===== config.mk =====
export PLATFORM = sky130hd
export DESIGN_NAME = fetch_top
export DESIGN_NICKNAME = d
export VERILOG_FILES = /design/src/fetch_pkg.sv /design/src/fetch_top.sv /design/src/fetch_unit.sv /design/src/inst_mem.sv /design/src/icache.sv
export SDC_FILE = /design/constraint.sdc
export NUM_CORES = 1
export LEC_CHECK = 0
export BUFFER_PORTS_ARGS = -buffer_cell sky130_fd_sc_hd__buf_4
export CAP_MARGIN = 20
export CORE_MARGIN = 2
export CORE_UTILIZATION = 50
export DETAILED_ROUTE_END_ITERATION = 6
export GPL_ROUTABILITY_DRIVEN = 1
export GPL_TIMING_DRIVEN = 0
export PLACE_DENSITY = 0.66
export SLEW_MARGIN = 20
export SYNTH_ARGS = -nofsm -noshare
export SYNTH_HDL_FRONTEND = slang
export SYNTH_SLANG_ARGS = --single-unit

===== constraint.sdc =====
create_clock -name clock -period 8.8 [get_ports clock]
set_clock_uncertainty 0.1 [all_clocks]
set_input_delay 0.88 -clock clock [delete_from_list [all_inputs] [get_ports clock]]
set_output_delay 0.88 -clock clock [all_outputs]
set_load 0.005 [all_outputs]

===== src/fetch_pkg.sv =====
`default_nettype none

package fetch_pkg;

	localparam int addr_w     = 32;
	localparam int offset_len = 2;
	localparam int index_len  = 4;
	localparam int tag_len    = addr_w - offset_len - index_len;

	localparam logic [addr_w-1:0] mem_pattern = 32'h5a5a_0000; // xor'ed into every word

	typedef enum logic [1:0] {
		resp_okay  = 2'b00,
		resp_miss  = 2'b10, // cache only
		resp_fault = 2'b11  // memory only
	} resp_t;

	// cache view of an address
	typedef struct packed {
		logic [tag_len-1:0]    tag;
		logic [index_len-1:0]  index;
		logic [offset_len-1:0] offset;
	} cache_addr_s;

	typedef union packed {
		logic [addr_w-1:0] raw;
		cache_addr_s       f;
	} cache_addr_u;

	typedef struct packed {
		logic [addr_w-1:0] addr;
	} ar_chan_t;

	typedef struct packed {
		logic [addr_w-1:0] data;
		resp_t             resp;
	} r_chan_t;

	typedef struct packed {
		logic [addr_w-1:0] addr;
	} aw_chan_t;

	typedef struct packed {
		logic [addr_w-1:0] data;
	} w_chan_t;

	typedef struct packed {
		logic [addr_w-1:0] pc;
		logic [addr_w-1:0] inst;
		logic              hit;
		logic              fault;
	} fetch_out_t;

endpackage

`default_nettype wire

===== src/fetch_top.sv =====
`default_nettype none

module fetch_top import fetch_pkg::*; #(
	parameter int mem_latency = 3,
	parameter int mem_words   = 256
) (
	input  logic              clock,
	input  logic              reset,
	input  logic              redirect,
	input  logic [addr_w-1:0] redirect_pc,
	output fetch_out_t        fetch_out,
	output logic              inst_valid,
	input  logic              inst_ready
);

	// fetch to cache
	ar_chan_t c_ar;
	r_chan_t  c_r;
	aw_chan_t c_aw;
	w_chan_t  c_w;
	logic     c_arvalid, c_arready, c_rvalid, c_rready;
	logic     c_awvalid, c_awready, c_wvalid, c_wready, c_bvalid, c_bready;

	// fetch to memory
	ar_chan_t m_ar;
	r_chan_t  m_r;
	logic     m_arvalid, m_arready, m_rvalid, m_rready;

	fetch_unit u_fetch (
		.clock(clock), .reset(reset),
		.redirect(redirect), .redirect_pc(redirect_pc),
		.c_ar(c_ar), .c_arvalid(c_arvalid), .c_arready(c_arready),
		.c_r(c_r), .c_rvalid(c_rvalid), .c_rready(c_rready),
		.c_aw(c_aw), .c_awvalid(c_awvalid), .c_awready(c_awready),
		.c_w(c_w), .c_wvalid(c_wvalid), .c_wready(c_wready),
		.c_bvalid(c_bvalid), .c_bready(c_bready),
		.m_ar(m_ar), .m_arvalid(m_arvalid), .m_arready(m_arready),
		.m_r(m_r), .m_rvalid(m_rvalid), .m_rready(m_rready),
		.fetch_out(fetch_out), .inst_valid(inst_valid), .inst_ready(inst_ready)
	);

	icache u_icache (
		.clock(clock), .reset(reset),
		.ar(c_ar), .arvalid(c_arvalid), .arready(c_arready),
		.r(c_r), .rvalid(c_rvalid), .rready(c_rready),
		.aw(c_aw), .awvalid(c_awvalid), .awready(c_awready),
		.w(c_w), .wvalid(c_wvalid), .wready(c_wready),
		.bvalid(c_bvalid), .bready(c_bready)
	);

	inst_mem #(
		.mem_latency(mem_latency),
		.mem_words(mem_words)
	) u_mem (
		.clock(clock), .reset(reset),
		.ar(m_ar), .arvalid(m_arvalid), .arready(m_arready),
		.r(m_r), .rvalid(m_rvalid), .rready(m_rready)
	);

endmodule

`default_nettype wire


===== src/fetch_unit.sv =====
`default_nettype none

module fetch_unit import fetch_pkg::*; (
	input  logic              clock,
	input  logic              reset,
	input  logic              redirect,
	input  logic [addr_w-1:0] redirect_pc,

	// cache
	output ar_chan_t          c_ar,
	output logic              c_arvalid,
	input  logic              c_arready,
	input  r_chan_t           c_r,
	input  logic              c_rvalid,
	output logic              c_rready,
	output aw_chan_t          c_aw,
	output logic              c_awvalid,
	input  logic              c_awready,
	output w_chan_t           c_w,
	output logic              c_wvalid,
	input  logic              c_wready,
	input  logic              c_bvalid,
	output logic              c_bready,

	// memory
	output ar_chan_t          m_ar,
	output logic              m_arvalid,
	input  logic              m_arready,
	input  r_chan_t           m_r,
	input  logic              m_rvalid,
	output logic              m_rready,

	output fetch_out_t        fetch_out,
	output logic              inst_valid,
	input  logic              inst_ready
);

	typedef enum logic [3:0] {
		st_idle, st_lookup, st_wait_cache, st_mem_req, st_mem_wait,
		st_fill_aw, st_fill_w, st_fill_b, st_deliver
	} state_t;

	state_t            state;
	logic [addr_w-1:0] pc;
	logic [addr_w-1:0] lookup_addr;
	logic [addr_w-1:0] fill_data;
	logic [addr_w-1:0] miss_pc;
	logic              stale; // redirect seen while a response is owed
	logic              drop;
	logic              in_flight;

	logic c_ar_fire, c_r_fire, c_aw_fire, c_b_fire;
	logic m_ar_fire, m_r_fire;

	assign c_ar_fire = c_arvalid && c_arready;
	assign c_r_fire  = c_rvalid && c_rready;
	assign c_aw_fire = c_awvalid && c_awready;
	assign c_b_fire  = c_bvalid && c_bready;
	assign m_ar_fire = m_arvalid && m_arready;
	assign m_r_fire  = m_rvalid && m_rready;

	assign c_arvalid = state == st_lookup;
	assign c_rready  = state == st_wait_cache;
	assign m_arvalid = state == st_mem_req;
	assign m_rready  = state == st_mem_wait;
	assign c_awvalid = state == st_fill_aw;
	assign c_wvalid  = state == st_fill_w;
	assign c_bready  = state == st_fill_b;

	assign c_ar.addr = pc;
	assign m_ar.addr = lookup_addr;
	assign c_aw.addr = lookup_addr;
	assign c_w.data  = fill_data;

	assign drop      = stale || redirect;
	assign in_flight = (state != st_idle && state != st_lookup && state != st_deliver) || c_ar_fire;

	// ########################################
	// control

	always_ff @(posedge clock) begin
		if (reset) begin
			state      <= st_idle;
			pc         <= '0;
			inst_valid <= 1'b0;
			stale      <= 1'b0;
		end else begin
			if (redirect && in_flight)
				stale <= 1'b1;
			case (state)
				st_idle: state <= st_lookup;
				st_lookup: if (c_ar_fire) state <= st_wait_cache;
				st_wait_cache: if (c_r_fire) begin
					if (drop) begin
						state <= st_lookup;
						stale <= 1'b0;
					end else if (c_r.resp == resp_okay) begin
						inst_valid <= 1'b1;
						state      <= st_deliver;
					end else begin
						state <= st_mem_req; // miss
					end
				end
				st_mem_req: if (m_ar_fire) state <= st_mem_wait;
				st_mem_wait: if (m_r_fire) begin
					if (drop) begin
						state <= st_lookup;
						stale <= 1'b0;
					end else if (m_r.resp == resp_fault) begin
						inst_valid <= 1'b1; // no fill for a fault
						state      <= st_deliver;
					end else begin
						state <= st_fill_aw;
					end
				end
				st_fill_aw: if (c_aw_fire) state <= st_fill_w;
				st_fill_w: if (c_wvalid && c_wready) state <= st_fill_b;
				st_fill_b: if (c_b_fire) begin
					if (drop) begin
						state <= st_lookup;
						stale <= 1'b0;
					end else begin
						inst_valid <= 1'b1;
						state      <= st_deliver;
					end
				end
				st_deliver: if (redirect || inst_ready) begin
					inst_valid <= 1'b0;
					state      <= st_lookup;
					pc         <= pc + addr_w'(4);
				end
				default: state <= st_idle;
			endcase
			if (redirect)
				pc <= redirect_pc; // wins over the increment
		end
	end

	// ########################################
	// payload

	always_ff @(posedge clock) begin
		if (c_ar_fire)
			lookup_addr <= pc;
		if (c_r_fire && c_r.resp == resp_miss)
			miss_pc <= lookup_addr;
		if (m_r_fire)
			fill_data <= m_r.data;
		if (c_r_fire && c_r.resp == resp_okay)
			fetch_out <= '{pc: lookup_addr, inst: c_r.data, hit: 1'b1, fault: 1'b0};
		else if (m_r_fire && m_r.resp == resp_fault)
			fetch_out <= '{pc: lookup_addr, inst: m_r.data, hit: 1'b0, fault: 1'b1};
		else if (c_b_fire)
			fetch_out <= '{pc: lookup_addr, inst: fill_data, hit: 1'b0, fault: 1'b0};
	end

	a_fill_addr: assert property (@(posedge clock) disable iff (reset)
		c_aw_fire |-> c_aw.addr == miss_pc)
		else $error("[ERROR] %0t fill address differs from the missed lookup", $time);

endmodule

`default_nettype wire


===== src/inst_mem.sv =====
`default_nettype none

module inst_mem import fetch_pkg::*; #(
	parameter int mem_latency = 3,
	parameter int mem_words   = 256
) (
	input  logic     clock,
	input  logic     reset,

	input  ar_chan_t ar,
	input  logic     arvalid,
	output logic     arready,

	output r_chan_t  r,
	output logic     rvalid,
	input  logic     rready
);

	localparam int cnt_w = $clog2(mem_latency + 1);

	logic [addr_w-1:0] addr_q;
	logic [cnt_w-1:0]  count;
	logic              busy;
	logic              fault;

	logic ar_fire;
	logic r_fire;

	assign ar_fire = arvalid && arready;
	assign r_fire  = rvalid && rready;

	always_ff @(posedge clock) begin
		if (reset) begin
			arready <= 1'b1;
			rvalid  <= 1'b0;
			busy    <= 1'b0;
			count   <= '0;
		end else begin
			if (ar_fire) begin
				arready <= 1'b0;
				if (mem_latency == 1) begin
					rvalid <= 1'b1;
				end else begin
					busy  <= 1'b1;
					count <= cnt_w'(mem_latency - 1);
				end
			end else if (busy) begin
				count <= count - 1'b1;
				if (count == cnt_w'(1)) begin // last wait cycle
					busy   <= 1'b0;
					rvalid <= 1'b1;
				end
			end
			if (r_fire) begin
				rvalid  <= 1'b0;
				arready <= 1'b1;
			end
		end
	end

	always_ff @(posedge clock) begin
		if (ar_fire)
			addr_q <= ar.addr;
	end

	assign fault = {2'b00, addr_q[addr_w-1:2]} >= addr_w'(mem_words);

	// contents are a function of the address
	always_comb begin
		if (fault) begin
			r.data = '0;
			r.resp = resp_fault;
		end else begin
			r.data = addr_q ^ mem_pattern;
			r.resp = resp_okay;
		end
	end

	a_r_hold: assert property (@(posedge clock) disable iff (reset)
		rvalid && !rready |=> rvalid && $stable(r))
		else $error("[ERROR] %0t inst_mem response changed before rready", $time);

endmodule

`default_nettype wire


===== src/icache.sv =====
`default_nettype none

module icache import fetch_pkg::*; (
	input  logic     clock,
	input  logic     reset,

	input  ar_chan_t ar,
	input  logic     arvalid,
	output logic     arready,

	output r_chan_t  r,
	output logic     rvalid,
	input  logic     rready,

	input  aw_chan_t aw,
	input  logic     awvalid,
	output logic     awready,

	input  w_chan_t  w,
	input  logic     wvalid,
	output logic     wready,

	output logic     bvalid,
	input  logic     bready
);

	localparam int lines = 2 ** index_len;

	logic [addr_w-1:0]  data_mem [lines];
	logic [tag_len-1:0] tag_mem  [lines];
	logic [lines-1:0]   valid_bits;

	cache_addr_u rd_addr;
	cache_addr_u wr_addr; // held from aw until the w beat
	logic        hit;

	logic ar_fire;
	logic r_fire;
	logic aw_fire;
	logic w_fire;
	logic b_fire;

	assign ar_fire = arvalid && arready;
	assign r_fire  = rvalid && rready;
	assign aw_fire = awvalid && awready;
	assign w_fire  = wvalid && wready;
	assign b_fire  = bvalid && bready;

	assign rd_addr.raw = ar.addr;
	assign hit = valid_bits[rd_addr.f.index] && (tag_mem[rd_addr.f.index] == rd_addr.f.tag);

	// ########################################
	// read side

	always_ff @(posedge clock) begin
		if (reset) begin
			arready <= 1'b1;
			rvalid  <= 1'b0;
		end else begin
			if (ar_fire) begin
				arready <= 1'b0; // one read in flight
				rvalid  <= 1'b1;
			end else if (r_fire) begin
				arready <= 1'b1;
				rvalid  <= 1'b0;
			end
		end
	end

	always_ff @(posedge clock) begin
		if (ar_fire) begin
			r.data <= data_mem[rd_addr.f.index];
			r.resp <= hit ? resp_okay : resp_miss;
		end
	end

	// ########################################
	// fill side

	always_ff @(posedge clock) begin
		if (reset) begin
			awready <= 1'b1;
			wready  <= 1'b0;
			bvalid  <= 1'b0;
		end else begin
			if (aw_fire) begin
				awready <= 1'b0;
				wready  <= 1'b1;
			end
			if (w_fire) begin
				wready <= 1'b0;
				bvalid <= 1'b1;
			end
			if (b_fire) begin
				bvalid  <= 1'b0;
				awready <= 1'b1;
			end
		end
	end

	always_ff @(posedge clock) begin
		if (aw_fire)
			wr_addr.raw <= aw.addr;
	end

	always_ff @(posedge clock) begin
		if (reset)
			valid_bits <= '0;
		else if (w_fire)
			valid_bits[wr_addr.f.index] <= 1'b1;
	end

	always_ff @(posedge clock) begin
		if (w_fire) begin
			data_mem[wr_addr.f.index] <= w.data;
			tag_mem[wr_addr.f.index]  <= wr_addr.f.tag;
		end
	end

	a_one_read: assert property (@(posedge clock) disable iff (reset)
		!(arready && rvalid))
		else $error("[ERROR] %0t icache accepting a read with a response pending", $time);

	a_w_after_aw: assert property (@(posedge clock) disable iff (reset)
		wready |-> !awready && !bvalid)
		else $error("[ERROR] %0t icache wready without an open aw", $time);

endmodule

`default_nettype wire


* Yosys cells after proc, flatten, opt, wreduce, memory -nomap -nowiden
Memory sizes are Yosys's and may differ from the RTL's. A register that Yosys moved wholly into a read port is not among the register bits. Index checks and enable logic that the tools add are counted.
Operators by class: $add $sub $neg 2, magnitude comparators 4, equal/unequal tests 26, muxes and demuxes 55, bitwise gates (word level) 3, reduce and logical (&&, ||, !) cells 35
Operators by type and width (number):
- two-way mux 66 bit | 3
- two-way mux 32 bit | 3
- two-way mux 4 bit | 15
- one-hot mux 4 bit (9 select lines) | 1
- two-way mux 34 bit | 1
- adder 32 x 3 -> 32 bit (second input constant) | 1
- >= comparator 30 x 9 -> 1 bit (second input constant) | 1
- equality test 26 bit | 1
- two-way mux 1 bit | 25
- != test 2 bit (second input constant) | 12
- equality test 4 x 3 -> 1 bit (second input constant) | 4
- OR 16 bit | 1
- logical AND 1 bit | 14
- less-than comparator 4 x 5 -> 1 bit (second input constant) | 2
- AND reduction 10 bit | 1
- nonzero test 2 bit | 5
- equality test 4 x 2 -> 1 bit (second input constant) | 2
- NOT 8 bit | 1
- AND reduction 8 bit | 1
- nonzero test 4 bit | 2
- OR reduction 2 bit | 4
- two-way mux 2 bit | 3
- binary-select mux 1 bit (select 4 bit) | 1
- demux 1 bit (select 4 bit) | 1
- 18 further kinds | 20
Storage, ports and cells: register bits after elaboration 260, memory bits (writable) 928, bits of input ports 36, output and inout bits 67, memories 2
Memory list:
- u_icache.data_mem | words 16, width 32, read ports 1, clocked after Yosys merged registers in 1, wr ports 1, RTL line icache.sv:29 | logic [addr_w-1:0] data_mem [lines];
- u_icache.tag_mem | words 16, width 26, read ports 1, clocked after Yosys merged registers in 1, wr ports 1, RTL line icache.sv:30 | logic [tag_len-1:0] tag_mem [lines];

* Depth between registers and ports, before layout
Gate-level depths: netlist (run 1).
depth in word-level cells 9, gate-level depth with buffers 11, gate-level depth less buffers 7

* Cells and area by module
From an unflattened synthesis (run 1), not the netlist that was laid out.
Second synthesis, totals: cells, all modules 2306, area, all modules 47037.6 sq um
Modules (own cells, without submodules):
- icache | instances 1, cells each 1622, area an instance 38410.6 sq um, seq. area each 30178.9 sq um
- fetch_unit | instances 1, cells each 574, area an instance 7129.3 sq um, seq. area each 4644.5 sq um
- inst_mem | instances 1, cells each 110, area an instance 1497.7 sq um, seq. area each 1061.0 sq um

* Least setup slack after synthesis (run 1)
No wires, ideal clock.
kind flip-flop to flip-flop, start point register u_fetch.state[2], end point memory u_icache.data_mem[0][0], enable pin, setup time 641 ps, data arrival time 7149 ps, path slack 910 ps, cell stages (with the launch flop) 6, period minus slack after synthesis 7890 ps, cell sequence dfxtp_1 > nor2b_1 > clkbuf_1 > nand3_1 > nor2_1 > nor4b_1
On the way: longest elaborated chain between the ends 4
RTL lines:
- start, declared | RTL line fetch_unit.sv:43 | state_t state;
- start signal, assigned | RTL line fetch_unit.sv:83 | state <= st_idle;
- start signal, assigned | RTL line fetch_unit.sv:91 | st_idle: state <= st_lookup;
- start signal, assigned | RTL line fetch_unit.sv:92 | st_lookup: if (c_ar_fire) state <= st_wait_cache;
- equality test 4 x 3 -> 1 bit | RTL line fetch_unit.sv:67 | assign c_wvalid = state == st_fill_w;
- logical AND 1 bit | RTL line icache.sv:46 | assign w_fire = wvalid && wready;
- two-way mux 1 bit | RTL line icache.sv:114 | if (w_fire) begin
- two-way mux 1 bit (implied by the code) | RTL line icache.sv:115 | data_mem[wr_addr.f.index] <= w.data;
- end, declared | RTL line icache.sv:29
No other way between the ends.

* Worst setup path in the final report (run 1)
start point register u_mem.addr_q[12], end point register, netlist name u_fetch.fetch_out[55]
On the way: longest elaborated chain between the ends 5
RTL lines:
- start, declared | RTL line inst_mem.sv:21 | logic [addr_w-1:0] addr_q;
- start signal, assigned | RTL line inst_mem.sv:63 | addr_q <= ar.addr;
- >= comparator 30 x 9 -> 1 bit | RTL line inst_mem.sv:66 | assign fault = {2'b00, addr_q[addr_w-1:2]} >= addr_w'(mem_words);
- two-way mux 34 bit | RTL line inst_mem.sv:70 | if (fault) begin
- equality test 2 bit | RTL line fetch_unit.sv:151 | else if (m_r_fire && m_r.resp == resp_fault)
- logical AND 1 bit | RTL line fetch_unit.sv:151
- nonzero test 3 bit (no source line)
No other way between the ends. A chain may end at the register's enable or synchronous reset.

==> results of run 1 <==
==> flip-flops by register name (all words and copies together), names as in the netlist, 2 cells and up, named ones only <==
| signal | count |
|---|---|
| u_fetch.fetch_out | 66 |
| u_icache.tag_mem | 416 |
| u_fetch.c_ar | 32 |
| u_mem.addr_q | 32 |
| u_icache.valid_bits | 16 |
| u_icache.data_mem | 512 |
| u_fetch.c_w | 32 |
| u_mem.count | 2 |
| u_icache.r | 33 |
| u_fetch.state | 4 |
| u_fetch.c_aw | 32 |
| u_icache.wr_addr | 30 |
==> cell usage after synthesis (16+ instances only) <==
cell type  count
a22o_1        32
clkbuf_1      63
a21oi_1       38
xnor2_1       31
mux2i_1       48
xor2_1        27
edfxtp_1    1151
buf_1         24
nor4_1        20
nor2_1       102
nand2_1       50
o21ai_0       18
dfxtp_1       70
buf_2         18
mux4_2       263
nand3_1       21
inv_1         16
==> report_power, final <==
group          switching (mW)  internal [mW]  total [mW]
Combinational           0.503          0.359       0.861
Sequential              0.181           6.56        6.74
Clock                    2.12           2.75        4.87
==> stage by stage <==
| step | instances | setup TNS (ns) | utilization | hold WS [ns] |
|---|---|---|---|---|
| global placement | 3478 | -2355.71 | 0.529 | 0.307 |
| finish | 3837 | 0 | 0.591 | 0.316 |
| global route | 3837 | 0 | 0.591 | 0.318 |
| detailed placement | 3620 | 0 | 0.550 | 0.314 |
| CTS | 3837 | 0 | 0.591 | 0.307 |
| floorplan | 2191 | 0 | - | 0.306 |
==> metal layers <==
| layer | global-route usage | vias to the layer above | part of all wire | wire length (um) |
|---|---|---|---|---|
| met5 | 0 | - | 0 | 0 |
| met4 | 0.0829 | 0 | 0.031 | 3750 |
| met3 | 0.0348 | 201 | 0.079 | 9410 |
| met2 | 0.424 | 1295 | 0.50 | 59400 |
| met1 | 0.354 | 12500 | 0.39 | 46900 |
| li1 | - | 9762 | - | - |
==> layout make-up <==
class,instances,area share
sequential,1221,0.664
multi-input combinational,838,0.182
clock buffer,144,0.0565
timing repair buffer,243,0.0470
tap,1186,0.0274
clock inverter,73,0.0117
buffer,115,0.00968
inverter,17,0.00118
==> cells by family (layout without fill, tap and decap cells) <==
logic type	Yosys count	count (layout)
xor+xnor	58	58
simple gates	281	281
flops	1221	1221
fa+ha+maj	2	2
buf+inv	132	592
other cells	1	14
compound gates	156	156
mux	327	327
==> critical path, stage by stage (launching register included) <==
cell and delay [ns]:
edfxtp_1 0.37, nor4_2 0.80, nand4_1 0.62, nor4_2 0.50, nor2b_1 0.14, nor2_1 0.60, clkbuf_1 0.71, nand2_4 0.59
buf_12 0.39
==> final timing paths <==
path / from / to / slack, ns / cells past startpoint
setup / recovery: u_mem.addr_q[12] / u_fetch.fetch_out[55] / 3.63 / 8
hold reg to reg: u_fetch.c_ar[1] / u_fetch.c_aw[1] / 0.32 / 0
hold / removal: u_fetch.c_ar[1] / u_fetch.c_aw[1] / 0.32 / 0
setup reg to reg: u_mem.addr_q[12] / u_fetch.fetch_out[55] / 3.63 / 8
==> impl_results.md, run 1 <==
- Run status: complete, no violations
- Total track usage: 0.256
- Routed vias: approximately 24000
- Mapped Area: approximately 46000 um2
- Clock sinks: about 1200
- Setup CP Type: register to register
- Avg Synthesized Cell Area: roughly 21 um2
- Synth cell types: 67
- Clock root buffer master: clkbuf_16
- Filler Cell Count: ~6500
- Die Y: between 300 and 400 um
- Peak supply drop: roughly 0.18 mV
- Complex-gate fraction of the synthesized area: 0.0238
- I/O Pins: approximately 100
- Adder-cell share of the synthesized area: 0.000541
- Remaining DRCs: 0
- Area of the die: roughly 95000 um2
- Post_cts resized: 0
- Register area share after synthesis: 0.778
- Number of buffers created by CTS: 117
- Worst-path clk slew: ~0.060 ns
- Max Slew Vio Count: 0
- CTS hold repair buffers: 0
- Vias in the first global route: roughly 24000
- Initial Utilization: 0.504
- Xor and xnor area share after synthesis: 0.0110
- Max-cap check violation count: 0
- Worst-Margin Slew: 1.17 ns
- Synth Warn #: 0
- Initial drt markers: approximately 3000
- Area grow syn2layout: 17.2%
- Gpl congestion: between 0.9 and 1
- Worst min path class: register to register
- Final hold violations: 0
- Synth async-reset ratio: 0
- Post-DP Area: approximately 50000 um2
- Fmax: about 190 MHz
- Most used cells in the layout excluding fill and tap cells: 1151 x edfxtp_1, 263 x mux4_2, 148 x buf_4, 118 x clkbuf_16, 92 x nor2_1
- IO buf count: approximately 100
- H-tree levels: 3
- Final min period: around 5.2 ns
- Antenna violations before repair: 1
- Number of synthesized flops with an enable pin: around 1200
- Synth area leaders: edfxtp_1 75%, mux4_2 13%, dfxtp_1 3.0%
- FP Rows: roughly 110
- Dpl hpwl: around 80 mm
- Leak: approximately 18 nW
- Worst slack, placed: around 3.6 ns
- Final Power: between 10 and 15 mW
- Flops & latches, synth: between 1000 and 1500
- Die width: around 300 um
- Layout Nets: 2591
- First drt pass iteration count: 5
- Synth top area share: 0.748
- CP Data Required Time: between 9 and 10 ns
- RSZ-0062 raised after global routing: false
- Detail Route Antenna Nets: 0
- Register area: about 36000 um2
- Remaining Overflow, GRT: 0
- DR WL/cell: roughly 31 um
- Multi-input combinational cell area: around 10000 um2
- Crit start category: register
- Antenna diodes: 0
- Crit share post-route: 0.588
- Total length of routed wires: 119 mm
- Main synth FF type: edfxtp_1
- Main combinational cell family by area after synthesis: multiplexers
- Core area: ~92000 um2
- Clock tree buffer depth: 3
- Power per Cell Area: 230 nW/um2
- Pin count of the biggest net entering global routing: 39
- Vias per inst: 6.20
- Final worst slack: 3.63 ns
- Area leader, netlist: edfxtp_1
- Post-Synth Simple-Gate Area: 0.0296
- Worst Setup End Kind: register
- WP data arrival: between 5 and 6 ns
- Synth Instances: about 2200
- Crit Path Max Fanout: 38
- Final setup violation count: 0
- Share of post-route cells with drive strength above 1: 0.284
- Final instance area: between 50000 and 60000 um2
- Worst-skew pair later-pin latency: 0.70 ns
- Most common cell after layout, fill and taps aside: edfxtp_1
- TritonCTS clock tree: built
- Mux cell area share after synthesis: 0.144
- Postcts setup bufs: 0
- Slew Limit Headroom: 0.219
- First-pass GRT wire length: 171 mm
No activity file was read; power rests on OpenSTA's default activity.
==> inputs of run 2 (changes only) <==
- ABC_AREA: not set -> 1
- PLACE_DENSITY: 0.66 -> 0.68
- clock period: 8.8 -> 4.3 ns (I/O delays scaled with it)
==> run 2 against run 1 <==
Against the previous run:
- global-route usage grew 4.4 points
- largest power group unchanged
- first-iteration DRC count grew 49%
- final cell count grew 45%
- largest cell class unchanged
- area after synthesis grew 3.6%
- flip-flop and latch count is the same
- critical path depth grew 5
- count of clock-buffer cells in the layout grew 12
- non-clock buffer count grew 44
- total power grew 110%
- sequential share of layout area shrank 2.2 points
- worst setup slack lost 2.9 ns
==> impl_results.md, run 2 <==
- Run status: complete, no violations
- Synth top area share: 0.722 (-0.0261)
- Max-cap check violation count: 0 (unchanged)
- Vias in the first global route: 31900 (+34%)
- First-pass GRT wire length: 212 mm (+24%)
- Largest regs: u_icache.data_mem: 512 flops, u_icache.tag_mem: 416 flops, u_fetch.fetch_out: 66 flops
- Area of the die: 98300 um2 (+3.6%)
- Area grow syn2layout: 16.9%
- I/O Pins: 103 (unchanged)
- GR met3 Demand/Resource: 0.0602 (+0.0253)
- Most common cell in the synthesized netlist: edfxtp_1
- Crit Path Max Fanout: 10 (-74%)
- Worst min path class: input port to register
- Max Slew Vio Count: 0 (unchanged)
- Synth Instances: 3863 (+77%)
- Remaining DRCs: 0 (unchanged)
- M2 GR Usage: 0.488 (+0.0635)
- TritonCTS clock tree: built
- Most used cells in the layout excluding fill and tap cells: 1151 x edfxtp_1, 706 x nand2_1, 485 x nor2_1, 324 x o21ai_0, 310 x nand3_1
- Final hold violations: 0 (unchanged)
- Total length of routed wires: 148 mm (+24%)
- Final min period: 3.58 ns (-1.59 ns)
- Synth cell types: 37 (-45%)
- Buf/Inv on CP: 3 (+1)
- Final instance area: 56000 um2 (+3.4%)
- H-tree levels: 3 (unchanged)
- Crit-path cells: buf_2 > buf_1 > nand2_1 > nand3_1 > nand3_1 > nand3_1 > nand2_1 > inv_1 > nand2_1 > nor2_1 > nand2_1 > nor2_1 > nand2_1
- Share of post-route cells with drive strength above 1: 0.103 (-0.181)
- Register area share after synthesis: 0.751 (-0.0271)
- Clock root buffer master: clkbuf_16
- Top delay family on crit path: buffers and inverters
- Total track usage: 0.299 (+0.0437)
- Final setup violation count: 0 (unchanged)
- Leak: 20.7 nW (+18%)
- IO buf count: 102 (+0.99%)
- Avg Synthesized Cell Area: 12.4 um2 (-42%)
- Core area: 95000 um2 (+3.7%)
- Post_cts resized: 0 (unchanged)
- CP Data Required Time: 4.65 ns (-4.45 ns)
- Peak supply drop: 0.358 mV (+100%)
- Power per Cell Area: 463 nW/um2 (+100%)
- Main synth FF type: edfxtp_1
- Synth Warn #: 0 (unchanged)
- Synth area leaders: edfxtp_1 72%, nand2_1 5.5%, nor2_1 4.0%
- Worst-path clk slew: 0.06 ns (about the same)
- Pin count of the biggest net entering global routing: 40 (+2.6%)
- Max FFs per register: 512 (unchanged)
- Fmax: 279 MHz (+44%)
- Filler Cell Count: 7446 (+14%)
- Crit share post-route: 0.833 (+0.245)
- Postcts setup bufs: 0 (unchanged)
- Final design utilization: 0.589 (-0.00161)
- Clock tree buffer depth: 3 (unchanged)
- Layout Nets: 4226 (+63%)
- Largest Register: u_icache.data_mem
- Post-DP Area: 51800 um2 (+2.7%)
- Detail Route Antenna Nets: 0 (unchanged)
- Total negative setup slack: 0 ns (unchanged)
- Setup CP Type: register to register
- CP max stage delay: 0.92 ns (+0.12 ns)
- Worst Setup End Kind: register
- RSZ-0062 raised after global routing: false
- Gpl congestion: 0.945 (-0.79%)
- First drt pass iteration count: 7 (+2)
- Dpl hpwl: 99.7 mm (+22%)
- Synth async-reset ratio: 0 (unchanged)
- Vias per inst: 5.90 (-4.8%)
- Flops & latches, synth: 1221 (unchanged)
- Die Y: 313 um (+1.8%)
- WP data arrival: 3.94 ns (-1.53 ns)
- Area leader, netlist: edfxtp_1
- Initial drt markers: 4488 (+49%)
- Met1 usage: 0.376 (+0.0223)
- Die width: 313 um (+1.8%)
- DR WL/cell: 26.6 um (-15%)
- Most common cell after layout, fill and taps aside: edfxtp_1
- Number of synthesized flops with an enable pin: 1151 (unchanged)
- CP max stage cell: buf_1
- Worst-Margin Slew: 1.18 ns (+0.0122 ns)
- Slew Limit Headroom: 0.211 (-0.00815)
- Clock sinks: 1221 (unchanged)
- Remaining Overflow, GRT: 0 (unchanged)
- Crit path top cell by count: nand2_1
- Crit start category: register
- Antenna violations before repair: 2 (+1)
- Routed vias: 32800 (+38%)
- Number of buffers created by CTS: 119 (+1.7%)
- Gr busiest metal: met2
- Worst hold slack: 0.00209 ns (-0.314 ns)
- Mapped Area: 47900 um2 (+3.6%)
- Worst-skew pair later-pin latency: 0.74 ns (+0.04 ns)
- Top cells by count, synth: 1151 x edfxtp_1, 707 x nand2_1, 505 x nor2_1
- FP Rows: 113 (+1.8%)
- Initial Utilization: 0.504 (about the same)
## run 2: cell types whose count changed after synthesis, moves of 26 or more
| cell | change |
|---|---|
| nand2_1 | +657 |
| nor2_1 | +403 |
| o21ai_0 | +306 |
| nand3_1 | +289 |
| mux4_2 | -263 |
| inv_1 | +229 |
| o22ai_1 | +68 |
| o221ai_1 | +54 |
| clkbuf_1 | +48 |
| mux2i_1 | -48 |
| buf_2 | +46 |
| o211ai_1 | +36 |
| xnor2_1 | -31 |
| o21ai_1 | +26 |
## run 2: per-stage QoR
step / instances / worst slack [ns] / power, mW
after floorplan: 3876 / 0.110 / 14.7
after global placement: 5243 / -3.36 / 15.6
after detailed placement: 5304 / 0.845 / 15.7
after CTS: 5553 / 0.755 / 25.8
after global routing: 5554 / 0.708 / 26.5
final: 5555 / 0.718 / 25.9
## run 2: worst reg2reg max path, stage by stage, from the launching register on
cell     delay [ns]
dfxtp_1        0.57
buf_2          0.40
buf_1          0.92
nand2_1        0.12
nand3_1        0.12
nand3_1        0.28
nand3_1        0.26
nand2_1        0.08
inv_1          0.06
nand2_1        0.05
nor2_1         0.08
nand2_1        0.09
nor2_1         0.10
nand2_1        0.08
## run 2: routing by layer
layer,part of all wire,wire [um]
met1,0.36,52700
met4,0.062,9230
met3,0.11,16100
met2,0.47,69700
met5,0.00010,15
## run 2: timing repair
action                                  in CTS  in global routing
endpoints found under the hold margin       31                  1
endpoints found under the setup margin       0                  0
hold buffers                                27                  1
## run 2: path summary, 6_finish.rpt
check / to / start / slack, ns / cells past startpoint
worst max-delay path: u_icache.r[1] / register / 0.72 / 13
worst min-delay path: u_fetch.c_ar[25] / redirect_pc[25] / 0.002 / 3
worst max register to register: u_icache.r[1] / register / 0.72 / 13
worst min register to register: u_fetch.c_aw[0] / u_fetch.c_ar[0] / 0.33 / 0
## run 2: logic make-up after synthesis
| group | synth area share |
|---|---|
| compound gates | 0.0753 |
| xor+xnor | 0.00329 |
| fa+ha+maj | 0.000523 |
| buf+inv | 0.0385 |
| flops | 0.751 |
| other cells | 0.0000783 |
| simple gates | 0.131 |
## run 2: final cells by class
type / instances / area, um2 / area share
clock inverters: 66 / 594 / 0.0106
repair buffers: 191 / 2450 / 0.0438
diodes: 1 / 2.50 / 0.0000447
multi-input cells: 2193 / 10300 / 0.184
flip-flops and latches: 1221 / 36000 / 0.642
plain buffers: 211 / 902 / 0.0161
inverters: 251 / 942 / 0.0168
clock buffers: 156 / 3260 / 0.0582
well taps: 1265 / 1580 / 0.0283
## run 2: where the power goes
part           internal [mW]  switching [mW]  total [mW]  leakage [nW]
combinational          0.520            1.35        1.87          7.16
clock                   5.87            4.52        10.4          1.90
sequential              13.3           0.327        13.6          11.6
